**config.mk**
```make
export PLATFORM = sky130hd
export DESIGN_NAME = tg_csr
export DESIGN_NICKNAME = d
export VERILOG_FILES = /design/src/source/tg_csr_pkg.sv /design/src/source/tg_pattern_pkg.sv /design/src/source/tg_csr.sv
export SDC_FILE = /design/constraint.sdc
export NUM_CORES = 1
export LEC_CHECK = 0
export BUFFER_PORTS_ARGS = -buffer_cell sky130_fd_sc_hd__buf_2
export CAP_MARGIN = 30
export CORE_AREA = 2 2 105 107
export DETAILED_ROUTE_END_ITERATION = 6
export DIE_AREA = 0 0 107 109
export GPL_ROUTABILITY_DRIVEN = 0
export GPL_TIMING_DRIVEN = 0
export MAX_ROUTING_LAYER = met4
export PLACE_DENSITY_LB_ADDON = 0.05
export SYNTH_ARGS = -nofsm -noshare
export SYNTH_HDL_FRONTEND = slang
export SYNTH_SLANG_ARGS = --single-unit
```
**constraint.sdc**
```tcl
create_clock -name tg2_cfg_if -period 1.4 [get_ports tg2_cfg_if]
set_input_delay 0.14 -clock tg2_cfg_if [delete_from_list [all_inputs] [get_ports tg2_cfg_if]]
set_output_delay 0.14 -clock tg2_cfg_if [all_outputs]
set_load 0.02 [all_outputs]
```
**src/source/tg_csr_pkg.sv**
```systemverilog
// Host register map of the traffic generator subsystem
// Host bus request and response words, plus the control register layout

package tg_csr_pkg;

   //------------------------------
   // Host bus widths
   //------------------------------
   localparam int CSR_AW = 8;
   localparam int CSR_DW = 32;

   // Word addresses
   localparam logic [CSR_AW-1:0] ADDR_CTRL    = 8'h00;
   localparam logic [CSR_AW-1:0] ADDR_SEED0   = 8'h01;
   localparam logic [CSR_AW-1:0] ADDR_SEED1   = 8'h02;
   localparam logic [CSR_AW-1:0] ADDR_STATUS  = 8'h04;
   localparam logic [CSR_AW-1:0] ADDR_CYCLES0 = 8'h05;
   localparam logic [CSR_AW-1:0] ADDR_CYCLES1 = 8'h06;
   localparam logic [CSR_AW-1:0] ADDR_ERRCNT0 = 8'h07;
   localparam logic [CSR_AW-1:0] ADDR_ERRCNT1 = 8'h08;

   typedef struct packed {
      logic              write;
      logic              read;
      logic [CSR_AW-1:0] addr;
      logic [CSR_DW-1:0] wdata;
   } csr_req_t;

   typedef struct packed {
      logic              readdatavalid;
      logic [CSR_DW-1:0] readdata;
   } csr_rsp_t;

   // CTRL layout, start bits are pulses and never stored
   typedef struct packed {
      logic [15:0] rsvd_hi;
      logic [7:0]  count;
      logic [3:0]  rsvd_lo;
      logic [1:0]  inject_err;
      logic [1:0]  start;
   } tg_ctrl_t;

   typedef union packed {
      logic [CSR_DW-1:0] raw;
      tg_ctrl_t          ctrl;
   } csr_word_u;

endpackage

```
**src/source/tg_pattern_pkg.sv**
```systemverilog
// Traffic generator channel definitions
// Command and status words of a channel and the LFSR pattern rule

package tg_pattern_pkg;

   localparam int PAT_W = 16;

   typedef struct packed {
      logic             start;
      logic             inject_err;
      logic [7:0]       count;
      logic [PAT_W-1:0] seed;
   } tg_cmd_t;

   typedef struct packed {
      logic        busy;
      logic        pass;
      logic        fail;
      logic [15:0] err_count;
      logic [31:0] cycles;
   } tg_status_t;

   // Fibonacci LFSR, taps 15 13 12 10 feeding bit 0
   function automatic logic [PAT_W-1:0] lfsr_next(logic [PAT_W-1:0] state);
      logic [PAT_W-1:0] s;
      logic             fb;
      // All-zero state would lock up
      s  = (state == '0) ? {{(PAT_W-1){1'b0}}, 1'b1} : state;
      fb = s[15] ^ s[13] ^ s[12] ^ s[10];
      return {s[PAT_W-2:0], fb};
   endfunction

   // Memory word for one pattern state
   function automatic logic [2*PAT_W-1:0] pat_word(logic [PAT_W-1:0] state);
      return {state, ~state};
   endfunction

endpackage

```
**src/source/tg_csr.sv**
```systemverilog
// Host register block of the traffic generator
// Turns host writes into channel commands and serves the status of both channels

module tg_csr (
   input  logic                       tg2_cfg_if,
   input  logic                       arst_n,
   input  tg_csr_pkg::csr_req_t       csr_req,
   output tg_csr_pkg::csr_rsp_t       csr_rsp,
   output tg_pattern_pkg::tg_cmd_t    cmd0,
   output tg_pattern_pkg::tg_cmd_t    cmd1,
   input  tg_pattern_pkg::tg_status_t stat0,
   input  tg_pattern_pkg::tg_status_t stat1,
   output logic [1:0]                 tg_active
);

   import tg_csr_pkg::*;
   import tg_pattern_pkg::*;

   csr_word_u         wr_word;
   csr_word_u         rd_word;
   logic              ctrl_wr;
   logic [1:0]        busy;
   logic [1:0]        start_q;
   logic [1:0]        inject_q;
   logic [7:0]        count_q;
   logic [PAT_W-1:0]  seed0_q;
   logic [PAT_W-1:0]  seed1_q;
   logic              rvalid_q;
   logic [CSR_DW-1:0] rdata_q;

   assign wr_word   = csr_req.wdata;
   assign ctrl_wr   = csr_req.write && (csr_req.addr == ADDR_CTRL);
   assign busy      = {stat1.busy, stat0.busy};
   assign tg_active = busy;

   //------------------------------
   // Write side
   //------------------------------
   // Config of a running channel stays frozen until it finishes
   always_ff @(posedge tg2_cfg_if or negedge arst_n) begin
      if (!arst_n) begin
         start_q  <= '0;
         inject_q <= '0;
         count_q  <= '0;
         seed0_q  <= '0;
         seed1_q  <= '0;
      end else begin
         start_q <= ctrl_wr ? wr_word.ctrl.start : 2'b00;
         if (ctrl_wr) begin
            if (busy == 2'b00) begin
               count_q <= wr_word.ctrl.count;
            end
            for (int i = 0; i < 2; i++) begin
               if (!busy[i]) begin
                  inject_q[i] <= wr_word.ctrl.inject_err[i];
               end
            end
         end
         if (csr_req.write && (csr_req.addr == ADDR_SEED0) && !busy[0]) begin
            seed0_q <= wr_word.raw[PAT_W-1:0];
         end
         if (csr_req.write && (csr_req.addr == ADDR_SEED1) && !busy[1]) begin
            seed1_q <= wr_word.raw[PAT_W-1:0];
         end
      end
   end

   assign cmd0 = '{start: start_q[0], inject_err: inject_q[0], count: count_q, seed: seed0_q};
   assign cmd1 = '{start: start_q[1], inject_err: inject_q[1], count: count_q, seed: seed1_q};

   //------------------------------
   // Read side
   //------------------------------
   always_comb begin
      rd_word.raw = '0;
      case (csr_req.addr)
         ADDR_CTRL: begin
            rd_word.ctrl.inject_err = inject_q;
            rd_word.ctrl.count      = count_q;
         end
         ADDR_SEED0:   rd_word.raw[PAT_W-1:0] = seed0_q;
         ADDR_SEED1:   rd_word.raw[PAT_W-1:0] = seed1_q;
         ADDR_STATUS: begin
            rd_word.raw[2:0] = {stat0.fail, stat0.pass, stat0.busy};
            rd_word.raw[6:4] = {stat1.fail, stat1.pass, stat1.busy};
         end
         ADDR_CYCLES0: rd_word.raw = stat0.cycles;
         ADDR_CYCLES1: rd_word.raw = stat1.cycles;
         ADDR_ERRCNT0: rd_word.raw[15:0] = stat0.err_count;
         ADDR_ERRCNT1: rd_word.raw[15:0] = stat1.err_count;
         default:      rd_word.raw = '0;
      endcase
   end

   // Read data one cycle after the strobe
   always_ff @(posedge tg2_cfg_if or negedge arst_n) begin
      if (!arst_n) begin
         rvalid_q <= 1'b0;
         rdata_q  <= '0;
      end else begin
         rvalid_q <= csr_req.read;
         if (csr_req.read) begin
            rdata_q <= rd_word.raw;
         end
      end
   end

   assign csr_rsp = '{readdatavalid: rvalid_q, readdata: rdata_q};

endmodule

```
-- After elaboration in Yosys (flattened, before gate mapping)
Cells that the tools add are included.
- input port bits: 146
- flip-flop bits (word level): 77
- output and inout bits: 87
- logic and storage cells: 37
- equality and inequality tests: 7
- reductions and logical operators: 12
- mux-type cells: 8
- bitwise logic cells: 2
- operators with widths (cell ; number):
    $pmux W8 S7 ; 1
    $eq A8 B3 Y1 const B ; 4
    $pmux W16 S2 ; 1
    $pmux W3 S7 ; 1
    $pmux W2 S7 ; 1
    $eq A8 B1 Y1 const B ; 1
    $eq A8 B2 Y1 const B ; 1
    $eq A8 B4 Y1 const B ; 1
    $logic_not A8 Y1 ; 1
    $pmux W1 S8 ; 1
    $pmux W1 S7 ; 1
    $pmux W1 S6 ; 1
    $reduce_and A2 Y1 ; 3
    $logic_and A1 B1 Y1 ; 5
    $logic_not A1 Y1 ; 2
    $logic_not A2 Y1 ; 1
    $mux W2 ; 1
    $not A1 Y1 ; 2

-- Longest topological paths before layout
Gate-level depths: netlist of the first run.
- depth in word-level cells: 3
- depth in mapped cells: 8
- mapped depth without buffers: 5

-- Least setup slack after synthesis of the first run
No wires, ideal clock.
- path type: input to register
- start point: input csr_req[37] in the netlist's numbering
- end point: register count_q[0]
- arrival: 1.957 ns
- setup slack: -0.682 ns
- cell stages on the path: 6
- library setup time: 0.125 ns
- path buffers: 1
- data required time: 1.275 ns
- cell sequence: or4_4 -> nor3_4 -> nand2_2 -> or4b_4 -> buf_6 -> mux2_4
- longest elaborated chain between the ends: 3
- RTL lines (what ; RTL line ; RTL):
    from (decl) ; tg_csr.sv:7 ; input tg_csr_pkg::csr_req_t csr_req,
    $logic_not A8 Y1 ; tg_csr.sv:32 ; assign ctrl_wr = csr_req.write && (csr_req.addr == ADDR_CTRL);
    $logic_and A1 B1 Y1 ; tg_csr.sv:32 ;
    $reduce_and A2 Y1 (no line) ; - ;
    to (signal assigned) ; tg_csr.sv:51 ; count_q <= wr_word.ctrl.count;
    to (decl) ; tg_csr.sv:25 ; logic [7:0] count_q;
No other way between the ends.
A chain may end at the register's enable or synchronous reset.

-- Worst setup path after layout of the first run
- start point: input csr_req[38] in the netlist's numbering
- end point: register count_q[6]
Same word-level chain as after synthesis.

==> results of run 1 <==
-- sequential cells by signal, summed over array words and instances (netlist names) --
register and flops:
seed0_q 16, seed1_q 16, start_q 2, rdata_q 32, rvalid_q 1, count_q 8
inject_q 2
-- metal layers --
metal  global-route usage  routed length (µm)  vias up
li1                     -                   -     1932
met1                0.339                6570     2005
met2                0.424                7240      178
met3               0.0389                 936       20
met4               0.0872                 238        0
met5                    -                   0        -
-- layout by cell type, fill, tap and decap left out, drive strengths merged, types with 2 or more instances in the layout --
cell type	count
a22oi	23
o221ai	3
mux2	46
mux2i	20
or3	3
nor3	3
nand2b	5
o22ai	14
nand3	7
a21oi	30
a32oi	4
a222oi	3
o32ai	3
a2bb2oi	2
a22o	13
nand2	9
nor2	34
a32o	2
inv	15
o21ai	9
bufinv	2
clkbuf	26
a221oi	2
buf	264
dfrtp	77
clkinv	2
nor2b	5
dlygate4sd3	4
-- layout make-up --
class	instances	area, µm²
Buffer	37	284
Clock buffer	12	155
Clock inverter	4	70.1
Fill cell	994	4430
Inverter	16	63.8
Multi-Input combinational cell	253	2130
Sequential cell	77	1930
Tap cell	140	175
Timing Repair Buffer	245	1370
-- how the worst max path moves through the flow --
stage	from	endpoint	cells after the start
4_1_cts	csr_req[38]	count_q[6]	7
2_1_floorplan	csr_req[37]	count_q[0]	6
6_report	csr_req[38]	count_q[6]	7
5_1_grt	csr_req[38]	count_q[6]	7
3_3_place_gp	csr_req[37]	seed0_q[9]	7
3_5_place_dp	csr_req[37]	seed0_q[10]	7
-- synth_stat cells, drive strengths merged (4+ instances only) --
master and instances:
o22ai 14, dfrtp 77, a22oi 23, nor2b 5, o21ai 9, nand2 9
a32oi 4, clkbuf 16, nand2b 5, nand3 7, mux2 46, mux2i 20
inv 16, nor2 34, a21oi 30, a22o 13, buf 22
-- logic make-up (layout without fill, tap and decap cells) --
| logic type | count (synthesis) | in the layout | share of synthesized area |
|---|---|---|---|
| and+or+nand+nor | 74 | 74 | 0.0923 |
| AOI/OAI and AO/OA | 112 | 112 | 0.186 |
| muxes | 67 | 67 | 0.194 |
| buffers and inverters | 54 | 314 | 0.0640 |
| DFF | 77 | 77 | 0.463 |
-- stage by stage --
step / setup TNS (ps) / instances / total power, mW / hold slack (ps) / instance area (µm²)
5_1_grt: -15690 / 784 / 5.38 / 22.6 / 6180
6_report: -14010 / 784 / 5.17 / 27.5 / 6180
2_1_floorplan: -25730 / 384 / 2.78 / -156 / 4230
3_3_place_gp: -91830 / 739 / 3.20 / 264 / 5480
3_5_place_dp: -60410 / 740 / 3.22 / 76.3 / 5510
4_1_cts: -15540 / 773 / 5.18 / 13.4 / 6030
-- repair_timing --
item / in CTS / in global routing
setup endpoints to repair: 68 / 69
cloned: 0 / 0
setup buffers: 14 / 13
pin swaps: 15 / 9
hold endpoints to repair: 27 / 0
resized for setup: 46 / 26
hold buffers: 4 / 0
-- power groups by stage --
| stage | logic (mW) | registers (mW) | clock network, mW |
|---|---|---|---|
| final | 0.921 | 2.33 | 1.92 |
| after global routing | 0.993 | 2.34 | 2.05 |
| after CTS | 0.892 | 2.34 | 1.95 |
| after detailed placement | 0.845 | 2.38 | 0 |
| after global placement | 0.822 | 2.38 | 0 |
| after floorplan | 0.319 | 2.46 | 0 |
==> results.py, run 1 <==
metrics = {
    "logic_synthesis": {
        "synthArstFlopShare": 1.00,
        "yosys.area.top_type": "dfrtp_1",
        "avgSynthCellArea_um2": 10.8,
        "synth_cells": 384,
        "synth_seq_cells": 77,
        "synth_top_area_share": 0.463,
        "synthTopCellsByArea": "dfrtp_1, mux2_2, mux2_4",
        "syn-cell-area_mm2": 0.00416,
        "synthesis.nets": 530,
        "yosys_warnings": 0,
        "ys_seq_area_frac": 0.463,
        "synth_edf_count": 0,
        "synth-main-ff-cell": "dfrtp_1",
        "synth.distinct_cells": 45,
    },
    "sta": {
        "finalHoldViolations": 0,
        "rsz0062_at_grt": "yes",
        "period_needed_ps": 1820,
        "fin_skew_ps": 6.90,
        "fmax_ghz": 0.549,
        "finalCritPeriodShare": 1.30,
        "worst_pin_slew_ps": 599,
        "setup_viol": 43,
        "maxSlewViolCount": 0,
        "max_slew_margin": 0.599,
        "fin_ws_ps": -421,
    },
    "setup_path": {
        "r2r_cells": 4,
        "path_max_fanout": 8,
        "timing.rr.start": "inject_q[1]",
        "startpoint_type": "input pin",
        "cp-end-kind": "register",
        "crit_chain": "buf_8, or4_4, nor3_4, nand2_2, or4b_4, buf_12, mux2_4",
        "r2r-end": "rdata_q[3]",
        "path_buf_inv": 2,
        "arrival_ps": 2060,
        "crit_type": "input pin to register",
        "crit_family": "simple AND/OR/NAND/NOR gates",
        "r2r_setup_slack_ps": -140,
        "worstPathRequired_ps": 1640,
        "crit_slowest_cell": "or4_4",
        "critical-path-max-stage-delay_ps": 560,
    },
    "detailed_routing": {
        "drc": 0,
        "drtAntennaViolNets": 0,
        "drtIter0Drc": 293,
        "vias": 4135,
        "wl_per_cell_um": 19.1,
        "first_pass_iters": 5,
        "detail_route.vias_per_cell": 5.27,
        "wl_um": 15000,
    },
    "run_status": {
        "status": "finished, violations left",
        "violations": "setup timing",
    },
    "pwr": {
        "cellPowerDensity_mw_per_mm2": 837,
        "ir_worst_vdd_mv": 0.379,
        "power.share.clock": 0.370,
        "p_int_mw": 3.80,
        "p_sw_mw": 1.38,
        "seq_power_share": 0.451,
        "power_switching_share": 0.266,
        "p_leak_nw": 3.25,
        "comb_power_share": 0.178,
    },
    "place": {
        "detailed_place_hpwl_um": 11200,
        "port_buffers": 215,
        "dp_slack_ps": -1330,
    },
    "layout": {
        "synthToLayoutAreaGrowth_pct": 48.4,
        "fin_nets": 785,
        "drive_gt1_frac": 0.551,
        "antenna-diode-count": 0,
        "fin_util": 0.582,
    },
    "clocking": {
        "cts_max_path_buffers": 2,
        "cts-root-buf": "clkbuf_8",
        "clock_latency_ps": 360,
        "ctsHtreeMaxLevel": 3,
        "cts_tree": "yes",
        "cts_made_buffers": 9,
        "cts.sinks": 77,
        "clk_pin_slew_worst_paths_ps": 80,
    },
    "die": {
        "dieArea_mm2": 0.0117,
        "die_h_um": 109,
        "start_util": 0.392,
        "boundaryPins": 233,
        "coreArea_mm2": 0.0106,
        "rows": 38,
        "die_x_um": 107,
    },
    "global_route": {
        "grt_antenna_before_repair": 0,
        "grt_pass1_wl_um": 22100,
        "grt_pass1_vias": 4012,
        "grt_usage": 0.262,
        "grt_max_degree": 54,
        "gr-total-overflow": 0,
    },
    "worst_hold_path": {
        "worstHoldStart": "csr_req[4]",
        "holdPathStages": 2,
        "min_to": "seed0_q[4]",
        "hp-class": "input pin to register",
    },
    "job": {
        "max_cap_viol_count": 0,
    },
}
(Power assumes the default switching activity.)
==> run 2: changes to the inputs <==
==> constraint.sdc (replaced) <==
create_clock -name tg2_cfg_if -period 1.4 [get_ports tg2_cfg_if]
set_input_delay 0.07 -clock tg2_cfg_if [delete_from_list [all_inputs] [get_ports tg2_cfg_if]]
set_output_delay 0.07 -clock tg2_cfg_if [all_outputs]
set_load 0.02 [all_outputs]
==> results.py, run 2 (same netlist as run 1, synthesis figures left out) <==
metrics = {
    "setup_path": {
        "worstPathRequired_ps": 1630,
        "path_buf_inv": 2,
        "critical-path-max-stage-delay_ps": 560,
        "crit_slowest_cell": "or4_4",
        "arrival_ps": 2020,
        "crit_type": "input pin to register",
        "path_max_fanout": 8,
        "crit_family": "simple AND/OR/NAND/NOR gates",
        "startpoint_type": "input pin",
        "crit_chain": "buf_8, or4_4, nor3_4, nand2_2, or4b_4, buf_12, mux2_4",
        "cp-end-kind": "register",
    },
    "clocking": {
        "clock_latency_ps": 360,
        "cts-root-buf": "clkbuf_8",
        "cts_max_path_buffers": 2,
        "clk_pin_slew_worst_paths_ps": 80,
        "ctsHtreeMaxLevel": 3,
        "cts_tree": "yes",
        "cts_made_buffers": 9,
        "cts.sinks": 77,
    },
    "global_route": {
        "grt_max_degree": 48,
        "grt_usage": 0.269,
        "grt_antenna_before_repair": 0,
        "grt_pass1_vias": 4149,
        "grt_pass1_wl_um": 23000,
        "gr-total-overflow": 0,
    },
    "pwr": {
        "p_leak_nw": 3.29,
        "cellPowerDensity_mw_per_mm2": 793,
        "p_total_mw": 5.01,
        "ir_worst_vdd_mv": 0.475,
    },
    "layout": {
        "largest_register_ffs": 32,
        "final_common_cell": "buf_2",
        "nFillCells": 964,
        "synthToLayoutAreaGrowth_pct": 51.8,
        "final_cell_mix": "buf_2, dfrtp_1, mux2_4",
        "largestRegisters": "rdata_q x32, seed0_q x16, seed1_q x16",
        "fin_nets": 800,
        "drive_gt1_frac": 0.542,
        "top_register": "rdata_q",
    },
    "place": {
        "port_buffers": 215,
        "detailed_place_hpwl_um": 11000,
    },
    "die": {
        "start_util": 0.392,
        "die_h_um": 109,
        "boundaryPins": 233,
        "coreArea_mm2": 0.0106,
        "dieArea_mm2": 0.0117,
        "rows": 38,
        "die_x_um": 107,
    },
    "sta": {
        "maxSlewViolCount": 0,
        "period_needed_ps": 1790,
        "setup_viol": 46,
        "rsz0062_at_grt": "yes",
        "finalHoldViolations": 0,
        "fmax_ghz": 0.560,
        "whs_ps": 13.5,
        "finalCritPeriodShare": 1.28,
        "max_slew_margin": 0.625,
        "fin_skew_ps": 15.7,
        "fin_ws_ps": -387,
        "worst_pin_slew_ps": 561,
        "fin_tns_setup_ps": -10800,
    },
    "job": {
        "max_cap_viol_count": 0,
    },
    "detailed_routing": {
        "drtIter0Drc": 234,
        "first_pass_iters": 5,
        "wl_um": 15100,
        "drc": 0,
        "vias": 4170,
        "drtAntennaViolNets": 0,
        "detail_route.vias_per_cell": 5.21,
        "wl_per_cell_um": 18.9,
    },
    "run_status": {
        "status": "finished, violations left",
        "violations": "setup timing",
    },
    "worst_hold_path": {
        "hp-class": "input pin to register",
    },
}
[run 2: cell count changes in the layout (fill, tap and decap cells not counted), moves of 2 or more]
| cell | before | now |
|---|---|---|
| dlygate4sd3_1 | 4 | 18 |
| mux2_4 | 33 | 37 |
| o221ai_2 | 0 | 3 |
| buf_8 | 1 | 3 |
| clkinvlp_4 | 1 | 3 |
| o221ai_1 | 3 | 0 |
| buf_6 | 10 | 8 |
| buf_2 | 213 | 215 |
| clkbuf_8 | 12 | 10 |
| mux2_2 | 13 | 9 |
[run 2: area by class of cell]
| type | count | area (µm²) | area share |
|---|---|---|---|
| antenna | 1 | 2.50 | 0.000396 |
| tap | 140 | 175 | 0.0277 |
| buffer | 37 | 270 | 0.0428 |
| clock buffer | 11 | 141 | 0.0224 |
| clock inverter | 5 | 58.8 | 0.00931 |
| inverter | 16 | 63.8 | 0.0101 |
| sequential | 77 | 1930 | 0.305 |
| multi-input combinational | 253 | 2150 | 0.341 |
| timing repair buffer | 260 | 1520 | 0.241 |
[run 2: repair_timing]
item / in CTS / in global routing
hold endpoints to repair: 75 / 0
resized for setup: 52 / 30
endpoints found under the setup margin: 67 / 66
hold buffers: 18 / 0
cloned: 1 / 0
buffers inserted: 14 / 13
pin swaps: 13 / 13
[run 2: per-stage QoR]
step	std cells	utilization	setup slack [ps]	area (µm²)
6_report	800	0.596	-387	6320
5_1_grt	799	0.596	-406	6310
4_1_cts	788	0.581	-426	6160
3_5_place_dp	740	0.518	-1260	5490
3_3_place_gp	739	0.515	-1240	5460
2_1_floorplan	384	-	-611	4210
[run 2: layer usage]
| layer | vias up | global-route usage | wire [µm] |
|---|---|---|---|
| li1 | 1959 | - | - |
| met1 | 2023 | 0.352 | 6710 |
| met2 | 168 | 0.431 | 7190 |
| met3 | 20 | 0.0466 | 1020 |
| met4 | 0 | 0.0807 | 217 |
| met5 | - | - | 0 |
[run 2: worst register-to-register path: cells and delay by family, from the launching register on]
kind	cells	cell delay (ps)
DFF	1	390
muxes	1	260
AOI/OAI and AO/OA	3	690
[run 2: where the power goes]
part / internal, mW / switching, mW
Combinational: 0.428 / 0.509
Sequential: 2.29 / 0.0446
Clock: 0.877 / 0.859
[run 2: path summary, 6_finish.rpt]
kind	endpoint	cells past startpoint	startpoint	slack [ps]
min in group asynchronous	rdata_q[1]	2	arst_n	210
hold reg to reg	rdata_q[14]	2	rdata_q[14]	520
max in group asynchronous	seed1_q[15]	3	arst_n	600
setup reg to reg	rdata_q[3]	4	inject_q[1]	-80
hold / removal	rdata_q[28]	3	stat1[28]	10
setup / recovery	count_q[3]	7	csr_req[38]	-390
==> run 3: changes to the inputs <==
--- a/config.mk
+++ b/config.mk
@@ -14,6 +14,7 @@
 export GPL_TIMING_DRIVEN = 0
 export MAX_ROUTING_LAYER = met4
 export PLACE_DENSITY_LB_ADDON = 0.05
+export SKIP_CTS_REPAIR_TIMING = 1
 export SYNTH_ARGS = -nofsm -noshare
 export SYNTH_HDL_FRONTEND = slang
 export SYNTH_SLANG_ARGS = --single-unit
==> results.py, run 3 (same netlist as run 1, synthesis figures left out) <==
metrics = {
    "global_route": {
        "gr-total-overflow": 0,
        "grt_pass1_wl_um": 21700,
        "grt_usage": 0.253,
        "grt_pass1_vias": 3931,
        "grt_antenna_before_repair": 0,
        "grt_max_degree": 48,
    },
    "sta": {
        "setup_viol": 47,
        "rsz0062_at_grt": "yes",
        "max_slew_margin": 0.602,
        "finalHoldViolations": 0,
        "fin_ws_ps": -526,
        "maxSlewViolCount": 0,
        "period_needed_ps": 1930,
        "fmax_ghz": 0.519,
        "finalCritPeriodShare": 1.38,
        "whs_ps": 27.5,
        "worst_pin_slew_ps": 594,
        "fin_tns_setup_ps": -18150,
        "fin_skew_ps": 10.3,
    },
    "clocking": {
        "ctsHtreeMaxLevel": 3,
        "cts_made_buffers": 9,
        "cts_tree": "yes",
        "clock_latency_ps": 360,
        "cts.sinks": 77,
        "clk_pin_slew_worst_paths_ps": 80,
        "cts-root-buf": "clkbuf_8",
        "cts_max_path_buffers": 2,
    },
    "place": {
        "post_dp_cell_area_mm2": 0.00549,
        "port_buffers": 215,
        "detailed_place_hpwl_um": 11000,
    },
    "setup_path": {
        "crit_chain": "buf_8, or4_4, nor3_4, nand2_2, or4b_4, buf_12, mux2_4",
        "crit_type": "input pin to register",
        "timing.rr.start": "inject_q[1]",
        "path_buf_inv": 2,
        "path_max_fanout": 8,
        "crit_slowest_cell": "or4_4",
        "critical-path-max-stage-delay_ps": 570,
        "cp-end-kind": "register",
        "startpoint_type": "input pin",
        "worstPathRequired_ps": 1640,
        "arrival_ps": 2160,
        "crit_path_start": "csr_req[38]",
        "crit_family": "simple AND/OR/NAND/NOR gates",
    },
    "detailed_routing": {
        "drc": 0,
        "first_pass_iters": 5,
        "detail_route.vias_per_cell": 5.19,
        "drtIter0Drc": 270,
        "wl_per_cell_um": 18.7,
        "vias": 4158,
        "wl_um": 15000,
        "drtAntennaViolNets": 0,
    },
    "pwr": {
        "p_sw_mw": 1.41,
        "power_switching_share": 0.282,
        "comb_power_share": 0.187,
        "p_int_mw": 3.60,
        "seq_power_share": 0.466,
        "ir_worst_vdd_mv": 0.458,
        "p_leak_nw": 3.30,
        "power.share.clock": 0.347,
        "cellPowerDensity_mw_per_mm2": 795,
    },
    "run_status": {
        "status": "finished, violations left",
        "violations": "setup timing",
    },
    "die": {
        "die_x_um": 107,
        "boundaryPins": 233,
        "dieArea_mm2": 0.0117,
        "die_h_um": 109,
        "coreArea_mm2": 0.0106,
        "start_util": 0.392,
        "rows": 38,
    },
    "worst_hold_path": {
        "worstHoldStart": "stat1[24]",
        "hp-class": "input pin to register",
    },
    "layout": {
        "final_cell_mix": "buf_2, dfrtp_1, buf_4",
        "fin_nets": 801,
        "drive_gt1_frac": 0.539,
        "stdcell_area_mm2": 0.00630,
        "final_common_cell": "buf_2",
        "top_register": "rdata_q",
        "largest_register_ffs": 32,
        "largestRegisters": "rdata_q x32, seed0_q x16, seed1_q x16",
        "synthToLayoutAreaGrowth_pct": 51.3,
    },
    "job": {
        "max_cap_viol_count": 0,
    },
}
## run 3: power groups by stage
stage	Combinational (mW)	Clock, mW	Sequential (mW)
2_1_floorplan	0.315	0	2.46
3_3_place_gp	0.818	0	2.38
3_5_place_dp	0.835	0	2.38
4_1_cts	0.838	1.76	2.33
5_1_grt	1.01	1.88	2.34
6_report	0.938	1.74	2.33
## run 3: layer usage
metal,share of wire,vias to the layer above,global-route usage
li1,-,1952,-
met1,0.44,2016,0.336
met2,0.48,171,0.400
met3,0.067,19,0.0436
met4,0.015,0,0.0742
met5,0,-,-
## run 3: worst min-delay path: stages
cell	delay (ps)
buf_2	80
a22oi_1	60
a21oi_1	140
## run 3: path summary, 6_finish.rpt
check	end	slack [ps]	cells past startpoint
hold / removal	rdata_q[24]	30	3
min in group asynchronous	rdata_q[1]	210	2
setup reg to reg	rdata_q[3]	-120	4
hold reg to reg	rdata_q[9]	520	2
setup / recovery	count_q[0]	-530	7
max in group asynchronous	seed1_q[15]	600	3
## run 3: stage by stage
step            util  instances  power [mW]  worst slack (ps)
6_report       0.594        801        5.01              -526
5_1_grt        0.594        800        5.24              -540
4_1_cts        0.537        756        4.94              -895
3_5_place_dp   0.518        740        3.21             -1260
3_3_place_gp   0.515        739        3.19             -1240
2_1_floorplan      -        384        2.78              -611
## run 3: final cells by class
| cell class | instances | area (µm²) |
|---|---|---|
| clock inverters | 5 | 58.8 |
| well taps | 140 | 175 |
| flip-flops and latches | 77 | 1930 |
| inverters | 16 | 63.8 |
| plain buffers | 37 | 270 |
| fillers | 970 | 4310 |
| clock buffers | 11 | 141 |
| multi-input cells | 253 | 2130 |
| diodes | 1 | 2.50 |
| repair buffers | 261 | 1520 |
